<file path="config.mk">
export PLATFORM = sky130hd
export DESIGN_NAME = fft_bfly
export DESIGN_NICKNAME = d
export VERILOG_FILES = /design/src/fft_pkg.sv /design/src/fft_bfly.sv /design/src/cmplx_mult.sv /design/src/twiddle_gen.sv /design/src/bfly_addsub.sv
export SDC_FILE = /design/constraint.sdc
export NUM_CORES = 1
export LEC_CHECK = 0
export ABC_AREA = 1
export BUFFER_PORTS_ARGS = -buffer_cell sky130_fd_sc_hd__buf_2
export CAP_MARGIN = 0
export CORE_AREA = 2 2 329 168
export DETAILED_ROUTE_END_ITERATION = 10
export DIE_AREA = 0 0 331 170
export PLACE_DENSITY = 0.5
export SYNTH_ARGS = -nofsm -noshare
export SYNTH_HDL_FRONTEND = slang
export SYNTH_SLANG_ARGS = --single-unit
</file>
<file path="constraint.sdc">
create_clock -name clk -period 15.01 [get_ports clk]
set_input_delay 0.7505 -clock clk [delete_from_list [all_inputs] [get_ports clk]]
set_output_delay 0.7505 -clock clk [all_outputs]
set_load 0.02 [all_outputs]
</file>
<file path="src/twiddle_rom.mem">
// cos(2*pi*i/256) in Q2.14, one 16-bit hex word per entry, i = 0 to 64
4000
3FFB
3FEC
3FD4
3FB1
3F85
3F4F
3F0F
3EC5
3E72
3E15
3DAF
3D3F
3CC5
3C42
3BB6
3B21
3A82
39DB
392B
3871
37B0
36E5
3612
3537
3453
3368
3274
3179
3076
2F6C
2E5A
2D41
2C21
2AFB
29CE
289A
2760
2620
24DA
238E
223D
20E7
1F8C
1E2B
1CC6
1B5D
19EF
187E
1709
1590
1413
1294
1112
0F8D
0E06
0C7C
0AF1
0964
07D6
0646
04B5
0324
0192
0000

</file>
<file path="src/fft_pkg.sv">
////////////////////////////////////////////////////////////////////////////
// twiddles are Q2.14, so +1.0 is exactly 16384 and fits the 16-bit type
// angle index k covers a full turn in 256 steps
////////////////////////////////////////////////////////////////////////////

package fft_pkg;

    // component widths
    localparam int SAMPLE_W = 16;
    localparam int WIDE_W   = SAMPLE_W + 1;
    localparam int TW_W     = 16;
    localparam int PROD_W   = WIDE_W + TW_W;
    localparam int YOUT_W   = 18;
    localparam int ANGLE_W  = 8;
    localparam int ADDR_W   = 7;

    localparam int TW_FRAC  = 14;
    localparam int QUARTER  = 64;
    localparam int PIPE_LAT = 3;

    typedef logic signed [SAMPLE_W-1:0] sample_t;
    typedef logic signed [WIDE_W-1:0]   wide_t;
    typedef logic signed [TW_W-1:0]     twiddle_t;
    typedef logic signed [PROD_W-1:0]   prod_t;
    typedef logic signed [YOUT_W-1:0]   yout_t;
    typedef logic [ANGLE_W-1:0]         angle_t;
    typedef logic [ADDR_W-1:0]          rom_addr_t;

    typedef struct packed {
        sample_t re;
        sample_t im;
    } cplx_t;

    typedef struct packed {
        wide_t re;
        wide_t im;
    } cplx_wide_t;

    // im carries -sin, so W = re + j*im directly
    typedef struct packed {
        twiddle_t re;
        twiddle_t im;
    } cplx_tw_t;

    typedef struct packed {
        yout_t re;
        yout_t im;
    } cplx_y_t;

endpackage
</file>
<file path="src/fft_bfly.sv">
////////////////////////////////////////////////////////////////////////////
// fixed latency of PIPE_LAT cycles, one item per clock, no back-pressure
// sink must take x and y on every cycle out_valid is high
////////////////////////////////////////////////////////////////////////////
`timescale 1ns/100ps

module fft_bfly import fft_pkg::*; (
    input  logic       clk,
    input  logic       reset,
    input  logic       in_valid,
    input  cplx_t      a,
    input  cplx_t      b,
    input  angle_t     k,
    output logic       out_valid,
    output cplx_wide_t x,
    output cplx_y_t    y
);

    cplx_wide_t sum;
    cplx_wide_t diff;
    logic       sum_valid;
    cplx_tw_t   w;

    // sum waits for the two multiplier stages
    cplx_wide_t sum_dly [PIPE_LAT-1];

    bfly_addsub bfly_addsub_i (
        .clk       (clk),
        .reset     (reset),
        .in_valid  (in_valid),
        .a         (a),
        .b         (b),
        .sum       (sum),
        .diff      (diff),
        .sum_valid (sum_valid)
    );

    twiddle_gen twiddle_gen_i (
        .clk   (clk),
        .reset (reset),
        .k     (k),
        .w     (w)
    );

    cmplx_mult cmplx_mult_i (
        .clk        (clk),
        .reset      (reset),
        .diff       (diff),
        .w          (w),
        .diff_valid (sum_valid),
        .y          (y),
        .y_valid    (out_valid)
    );

    always_ff @(posedge clk or posedge reset) begin
        if (reset) begin
            for (int i = 0; i < PIPE_LAT - 1; i++) begin
                sum_dly[i] <= '0;
            end
        end else begin
            sum_dly[0] <= sum;
            for (int i = 1; i < PIPE_LAT - 1; i++) begin
                sum_dly[i] <= sum_dly[i-1];
            end
        end
    end

    assign x = sum_dly[PIPE_LAT-2];

endmodule

</file>
<file path="src/cmplx_mult.sv">
////////////////////////////////////////////////////////////////////////////
// two register stages; y is floored by the arithmetic shift, not rounded
// output fits 18 bits for any 17-bit diff and unit-magnitude twiddle
////////////////////////////////////////////////////////////////////////////
`timescale 1ns/100ps

module cmplx_mult import fft_pkg::*; (
    input  logic       clk,
    input  logic       reset,
    input  cplx_wide_t diff,
    input  cplx_tw_t   w,
    input  logic       diff_valid,
    output cplx_y_t    y,
    output logic       y_valid
);

    prod_t   p_rr;
    prod_t   p_ii;
    prod_t   p_ri;
    prod_t   p_ir;
    logic    prod_valid;
    prod_t   acc_re;
    prod_t   acc_im;
    cplx_y_t y_next;

    //////////////////////////////////////////////////////////////////////////
    // stage one, partial products

    always_ff @(posedge clk or posedge reset) begin
        if (reset) begin
            p_rr       <= '0;
            p_ii       <= '0;
            p_ri       <= '0;
            p_ir       <= '0;
            prod_valid <= 1'b0;
        end else begin
            p_rr       <= diff.re * w.re;
            p_ii       <= diff.im * w.im;
            p_ri       <= diff.re * w.im;
            p_ir       <= diff.im * w.re;
            prod_valid <= diff_valid;
        end
    end

    //////////////////////////////////////////////////////////////////////////
    // stage two, combine and scale

    // sums stay below 2^31, no growth needed
    assign acc_re = p_rr - p_ii;
    assign acc_im = p_ri + p_ir;

    always_comb begin
        y_next.re = yout_t'(acc_re >>> TW_FRAC);
        y_next.im = yout_t'(acc_im >>> TW_FRAC);
    end

    always_ff @(posedge clk or posedge reset) begin
        if (reset) begin
            y       <= '0;
            y_valid <= 1'b0;
        end else begin
            y       <= y_next;
            y_valid <= prod_valid;
        end
    end

endmodule

</file>
<file path="src/twiddle_gen.sv">
////////////////////////////////////////////////////////////////////////////
// twiddle_rom.mem must hold 65 hex words of cos(2*pi*i/256) in Q2.14
// w is valid one cycle after k is presented
////////////////////////////////////////////////////////////////////////////
`timescale 1ns/100ps

module twiddle_gen import fft_pkg::*; (
    input  logic     clk,
    input  logic     reset,
    input  angle_t   k,
    output cplx_tw_t w
);

    // quarter-wave cosine, entries 0..64
    twiddle_t tw_rom [0:QUARTER];

    initial begin
        $readmemh("/design/src/twiddle_rom.mem", tw_rom);
    end

    logic [1:0] quad;
    logic [5:0] offs;
    rom_addr_t  addr_lo;
    rom_addr_t  addr_hi;
    twiddle_t   val_lo;
    twiddle_t   val_hi;
    cplx_tw_t   w_next;

    assign quad    = k[7:6];
    assign offs    = k[5:0];
    assign addr_lo = rom_addr_t'(offs);
    assign addr_hi = rom_addr_t'(QUARTER - offs);

    // two read ports, same table
    assign val_lo = tw_rom[addr_lo];
    assign val_hi = tw_rom[addr_hi];

    // fold by quadrant; im is -sin
    always_comb begin
        case (quad)
            2'd0: begin
                w_next.re = val_lo;
                w_next.im = -val_hi;
            end
            2'd1: begin
                w_next.re = -val_hi;
                w_next.im = -val_lo;
            end
            2'd2: begin
                w_next.re = -val_lo;
                w_next.im = val_hi;
            end
            default: begin
                w_next.re = val_hi;
                w_next.im = val_lo;
            end
        endcase
    end

    always_ff @(posedge clk or posedge reset) begin
        if (reset) begin
            w <= '0;
        end else begin
            w <= w_next;
        end
    end

endmodule

</file>
<file path="src/bfly_addsub.sv">
////////////////////////////////////////////////////////////////////////////
// first pipeline stage, one extra bit keeps A+B and A-B exact
////////////////////////////////////////////////////////////////////////////
`timescale 1ns/100ps

module bfly_addsub import fft_pkg::*; (
    input  logic       clk,
    input  logic       reset,
    input  logic       in_valid,
    input  cplx_t      a,
    input  cplx_t      b,
    output cplx_wide_t sum,
    output cplx_wide_t diff,
    output logic       sum_valid
);

    cplx_wide_t sum_next;
    cplx_wide_t diff_next;

    // sign-extend before the add so nothing wraps
    always_comb begin
        sum_next.re  = wide_t'(a.re) + wide_t'(b.re);
        sum_next.im  = wide_t'(a.im) + wide_t'(b.im);
        diff_next.re = wide_t'(a.re) - wide_t'(b.re);
        diff_next.im = wide_t'(a.im) - wide_t'(b.im);
    end

    always_ff @(posedge clk or posedge reset) begin
        if (reset) begin
            sum       <= '0;
            diff      <= '0;
            sum_valid <= 1'b0;
        end else begin
            sum       <= sum_next;
            diff      <= diff_next;
            sum_valid <= in_valid;
        end
    end

endmodule

</file>
==> results.md <==
* Seq/Total Area, Yosys at 23.82%
* Count of cells resized by post-cts repair at 0
* Required arrival time at the worst endpoint at 15.35 ns
* Placer's final routability congestion estimate at 0.8620
* Critical Path End Type: register
* Remaining routing DRC violations at 0
* Leakage power of the design at 13.23 nW
* Die Span X at 331 um
* Setup Crit Path Kind: in -> reg
* Pins over their slew limit at 0
* I/O Buffers at 137
* TritonCTS clock tree: yes
* Maximum number of pins on one net before global-route repair at 111
* Die Span Y at 170 um
* Via count of the first global-routing pass at 13143
* Number of sinks driven by the clock tree at 177
* Antenna-violating nets left at 0
* Fin nets at 3155
* Headroom to the max-slew limit at 42.98%
* Drt initial violations at 499
* Worst min-delay path class: reg -> reg
* Placeable core region at 53300 um^2
* Capturing point of the worst reg2reg path: cmplx_mult_i.y[26]$_DFF_PP0_
* Fin Setup TNS at 0 ns
* Min-Delay Endpoint: sum_dly[59]$_DFF_PP0_
* Syn-to-layout area delta at 16.40%
* Detailed-route wire length per cell at 10.02 um
* Area enclosed by the die boundary at 56270 um^2
* Worst Hold Launch: bfly_addsub_i.sum[25]$_DFF_PP0_
* Number of diodes at 0
* Maximum buffer depth of the clock tree at 2
* Post-Synthesis Cell Area at 18600 um^2
* Setup ws final at 13.18 ns
* Clock latency at the later pin of the worst-skew pair at 0.46 ns
* Worst-path cell chain: buf_2 > ha_1 > inv_1 > fa_1 > o21ai_2 > nand3_1 > nand2_2 > nand2_1 > nand3_1 > nand2_1
* Slew @ Worst Pin at 0.8553 ns
* Share of total power in sequential cells at 16.0%
* Critical path data arrival time at 2.17 ns
* Ys Warns at 0
* Ratio of cells with drive above 1 in the final layout at 7.854%
* Worst path buffer plus inverter count at 2
* TritonCTS buffer count at 17
* Worst VDD drop at 0.1034 mV
* Largest stage delay on the critical path at 0.42 ns
* Library cell used as clock root buffer: sky130_fd_sc_hd__clkbuf_16
* CTS clk-pin slew, worst paths at 0.08 ns
* R2R cell count at 0
* Count of max-cap constraint violations at 0
* Part of the total power dissipated in combinational logic at 72.9%
* Gate count after technology mapping at 2171
* Share of power burned in the clock network at 11.0%
* Row count at 60
* Final design area excluding fillers at 21650 um^2
* Distinct cell type count after synthesis at 33
* Hold violation total from the final report at 0
* Number of H-tree branching levels at 4
* Total vias in the final route at 12876
* Count of state elements after synthesis at 177
* Count of buffers added by post-CTS timing repair for setup at 0
* Element type at the critical path start: input port
* Core utilization of the finished layout at 40.61%
* Internal at 2.032 mW
* Number of fill cells in the layout at 5612
* Count of final setup violators at 0
* Estimated wirelength of the detail-placed design at 29250 um
* Number of antenna violations at the first check in global routing at 0
* Switching Share at 52.99%
* Final min period at 1.828 ns
* Max frequency at 547.1 MHz
* Overall power at 4.322 mW
* Cell area reported after detailed placement at 21020 um^2
* Dominant delay contributor by cell family on the critical path: adder cells
* Count of boundary I/O pins at 146
* Worst setup slack after placement at 12.54 ns
* Number of hold buffers added after cts at 0
* Total wirelength of the detailed-routed design at 33290 um
* Startpoint of the most critical register-to-register path: cmplx_mult_i.p_rr[22]$_DFF_PP0_
* Setup repair after global routing missed its margin: false
* Status: complete, no violations
* Vias per cell at 3.875
* Max FO, Critical Path at 3
* Overall track demand over capacity in global routing at 13.11%
* Initial core utilization at 34.89%
* First-pass GRT wire length at 59550 um
* Setup slack on the worst flop-to-flop path at 14.50 ns
* Fin crit share at 12.18%
* Hold Path Depth at 0
* Slowest-stage cell, CP: sky130_fd_sc_hd__fa_1
* Syn avg cell area at 8.565 um^2
* Net switching power at 2.290 mW
* P per Cell Area at 199.7 nW/um^2
* Length of the first detailed-routing pass in iterations at 5
* Final worst clock skew at 0.01319 ns
* Residual overflow from global routing at 0
[cell families (layout without fill, tap and decap cells)]
logic type / Yosys count / after routing / synth area share, %
and+or+nand+nor: 704 / 704 / 15.59
buffers and inverters: 672 / 767 / 14.53
adders and majority gates: 483 / 483 / 41.42
DFF: 177 / 177 / 23.82
AOI/OAI and AO/OA: 103 / 103 / 3.189
xor gates and xnor gates: 30 / 30 / 1.413
other: 2 / 346 / 0.04039
[registers in the layout (all words and copies together), names as in the netlist]
register	cells
cmplx_mult_i.prod_valid	1
cmplx_mult_i.y	36
cmplx_mult_i.y_valid	1
sum_dly	34
bfly_addsub_i.sum_valid	1
bfly_addsub_i.sum	34
cmplx_mult_i.p_ir	18
x	34
cmplx_mult_i.p_rr	18
[area by class of cell]
class / instances / area, um^2 / area share (%)
Clock inverter: 15 / 201.4 / 0.9306
Inverter: 597 / 2248 / 10.39
Clock buffer: 17 / 425.4 / 1.965
Sequential cell: 177 / 4429 / 20.46
Multi-Input combinational cell: 1666 / 12760 / 58.93
Tap cell: 713 / 892.1 / 4.121
Timing Repair Buffer: 138 / 693.2 / 3.202
[routing by layer]
| metal | track usage, % | vias up | routed length, um |
|---|---|---|---|
| met5 | 0 | - | 0 |
| met4 | 3.447 | 0 | 483 |
| met3 | 1.958 | 25 | 778 |
| met2 | 24.11 | 122 | 16990 |
| met1 | 15.99 | 5965 | 15040 |
| li1 | - | 6764 | - |
[how the worst max path moves through the flow]
stage / slack (ns) / startpoint / end / cells after the start
finish: 13.18 / a[16] / bfly_addsub_i.sum[33]$_DFF_PP0_ / 10
detailed placement: 12.54 / reset / x[2]$_DFF_PP0_ / 3
global route: 12.85 / reset / sum_dly[42]$_DFF_PP0_ / 3
CTS: 13.06 / reset / sum_dly[42]$_DFF_PP0_ / 3
global placement: 12.60 / reset / bfly_addsub_i.sum[0]$_DFF_PP0_ / 3
floorplan: 9.46 / reset / bfly_addsub_i.sum[0]$_DFF_PP0_ / 1
[synth_stat cells]
| cell | number | share of area [%] |
|---|---|---|
| sky130_fd_sc_hd__a21oi_2 | 4 | 0.19 |
| sky130_fd_sc_hd__o21ai_0 | 20 | 0.54 |
| sky130_fd_sc_hd__nand4_1 | 13 | 0.44 |
| sky130_fd_sc_hd__ha_1 | 262 | 18 |
| sky130_fd_sc_hd__clkinv_1 | 1 | 0.020 |
| sky130_fd_sc_hd__nor2_4 | 2 | 0.12 |
| sky130_fd_sc_hd__nor2_1 | 102 | 2.1 |
| sky130_fd_sc_hd__conb_1 | 2 | 0.040 |
| sky130_fd_sc_hd__o21bai_1 | 15 | 0.61 |
| sky130_fd_sc_hd__buf_2 | 8 | 0.22 |
| sky130_fd_sc_hd__inv_1 | 590 | 12 |
| sky130_fd_sc_hd__xnor2_1 | 8 | 0.38 |
| sky130_fd_sc_hd__nand3_1 | 94 | 2.5 |
| sky130_fd_sc_hd__buf_4 | 41 | 1.7 |
| sky130_fd_sc_hd__inv_2 | 6 | 0.12 |
| sky130_fd_sc_hd__and2_1 | 2 | 0.067 |
| sky130_fd_sc_hd__clkbuf_1 | 24 | 0.48 |
| sky130_fd_sc_hd__nand3b_1 | 2 | 0.081 |
| sky130_fd_sc_hd__a21oi_1 | 55 | 1.5 |
| sky130_fd_sc_hd__o21ai_2 | 2 | 0.094 |
| sky130_fd_sc_hd__o21a_1 | 2 | 0.081 |
| sky130_fd_sc_hd__nand2_2 | 9 | 0.30 |
| sky130_fd_sc_hd__nor2_2 | 6 | 0.20 |
| sky130_fd_sc_hd__nor4_1 | 1 | 0.034 |
| sky130_fd_sc_hd__buf_6 | 2 | 0.12 |
| sky130_fd_sc_hd__fa_1 | 221 | 24 |
| sky130_fd_sc_hd__nand3_2 | 2 | 0.11 |
| sky130_fd_sc_hd__nand2_1 | 462 | 9.3 |
| sky130_fd_sc_hd__nor3_1 | 6 | 0.16 |
| sky130_fd_sc_hd__dfrtp_1 | 177 | 24 |
| sky130_fd_sc_hd__nor3_2 | 3 | 0.16 |
| sky130_fd_sc_hd__a21o_1 | 5 | 0.20 |
| sky130_fd_sc_hd__xor2_1 | 22 | 1.0 |
[power groups by stage]
stage / Clock [mW] / Sequential (mW) / Combinational, mW
floorplan: 0 / 0.760 / 2.36
global placement: 0 / 0.705 / 2.49
detailed placement: 0 / 0.707 / 2.49
CTS: 0.499 / 0.697 / 2.49
global route: 0.517 / 0.710 / 3.69
finish: 0.477 / 0.693 / 3.15
[metrics by stage]
stage,hold slack [ns],std cells
2_1_floorplan,0.3312,2515
3_3_place_gp,0.3318,3291
3_5_place_dp,0.3347,3291
4_1_cts,0.3456,3323
5_1_grt,0.3466,3323
6_report,0.3389,3323
[placed cells by master (no fill, tap or decap), types with 8 or more instances in the layout]
cell type / synthesis / final
sky130_fd_sc_hd__a21oi_1: 55 / 55
sky130_fd_sc_hd__buf_2: 8 / 137
sky130_fd_sc_hd__clkbuf_16: 0 / 17
sky130_fd_sc_hd__conb_1: 2 / 346
sky130_fd_sc_hd__dfrtp_1: 177 / 177
sky130_fd_sc_hd__fa_1: 221 / 221
sky130_fd_sc_hd__ha_1: 262 / 262
sky130_fd_sc_hd__inv_1: 590 / 589
sky130_fd_sc_hd__nand2_1: 462 / 462
sky130_fd_sc_hd__nand2_2: 9 / 9
sky130_fd_sc_hd__nand3_1: 94 / 94
sky130_fd_sc_hd__nand4_1: 13 / 13
sky130_fd_sc_hd__nor2_1: 102 / 102
sky130_fd_sc_hd__o21ai_0: 20 / 20
sky130_fd_sc_hd__o21bai_1: 15 / 15
sky130_fd_sc_hd__xnor2_1: 8 / 8
sky130_fd_sc_hd__xor2_1: 22 / 22
Note: power is estimated with default switching activity, not from simulation.
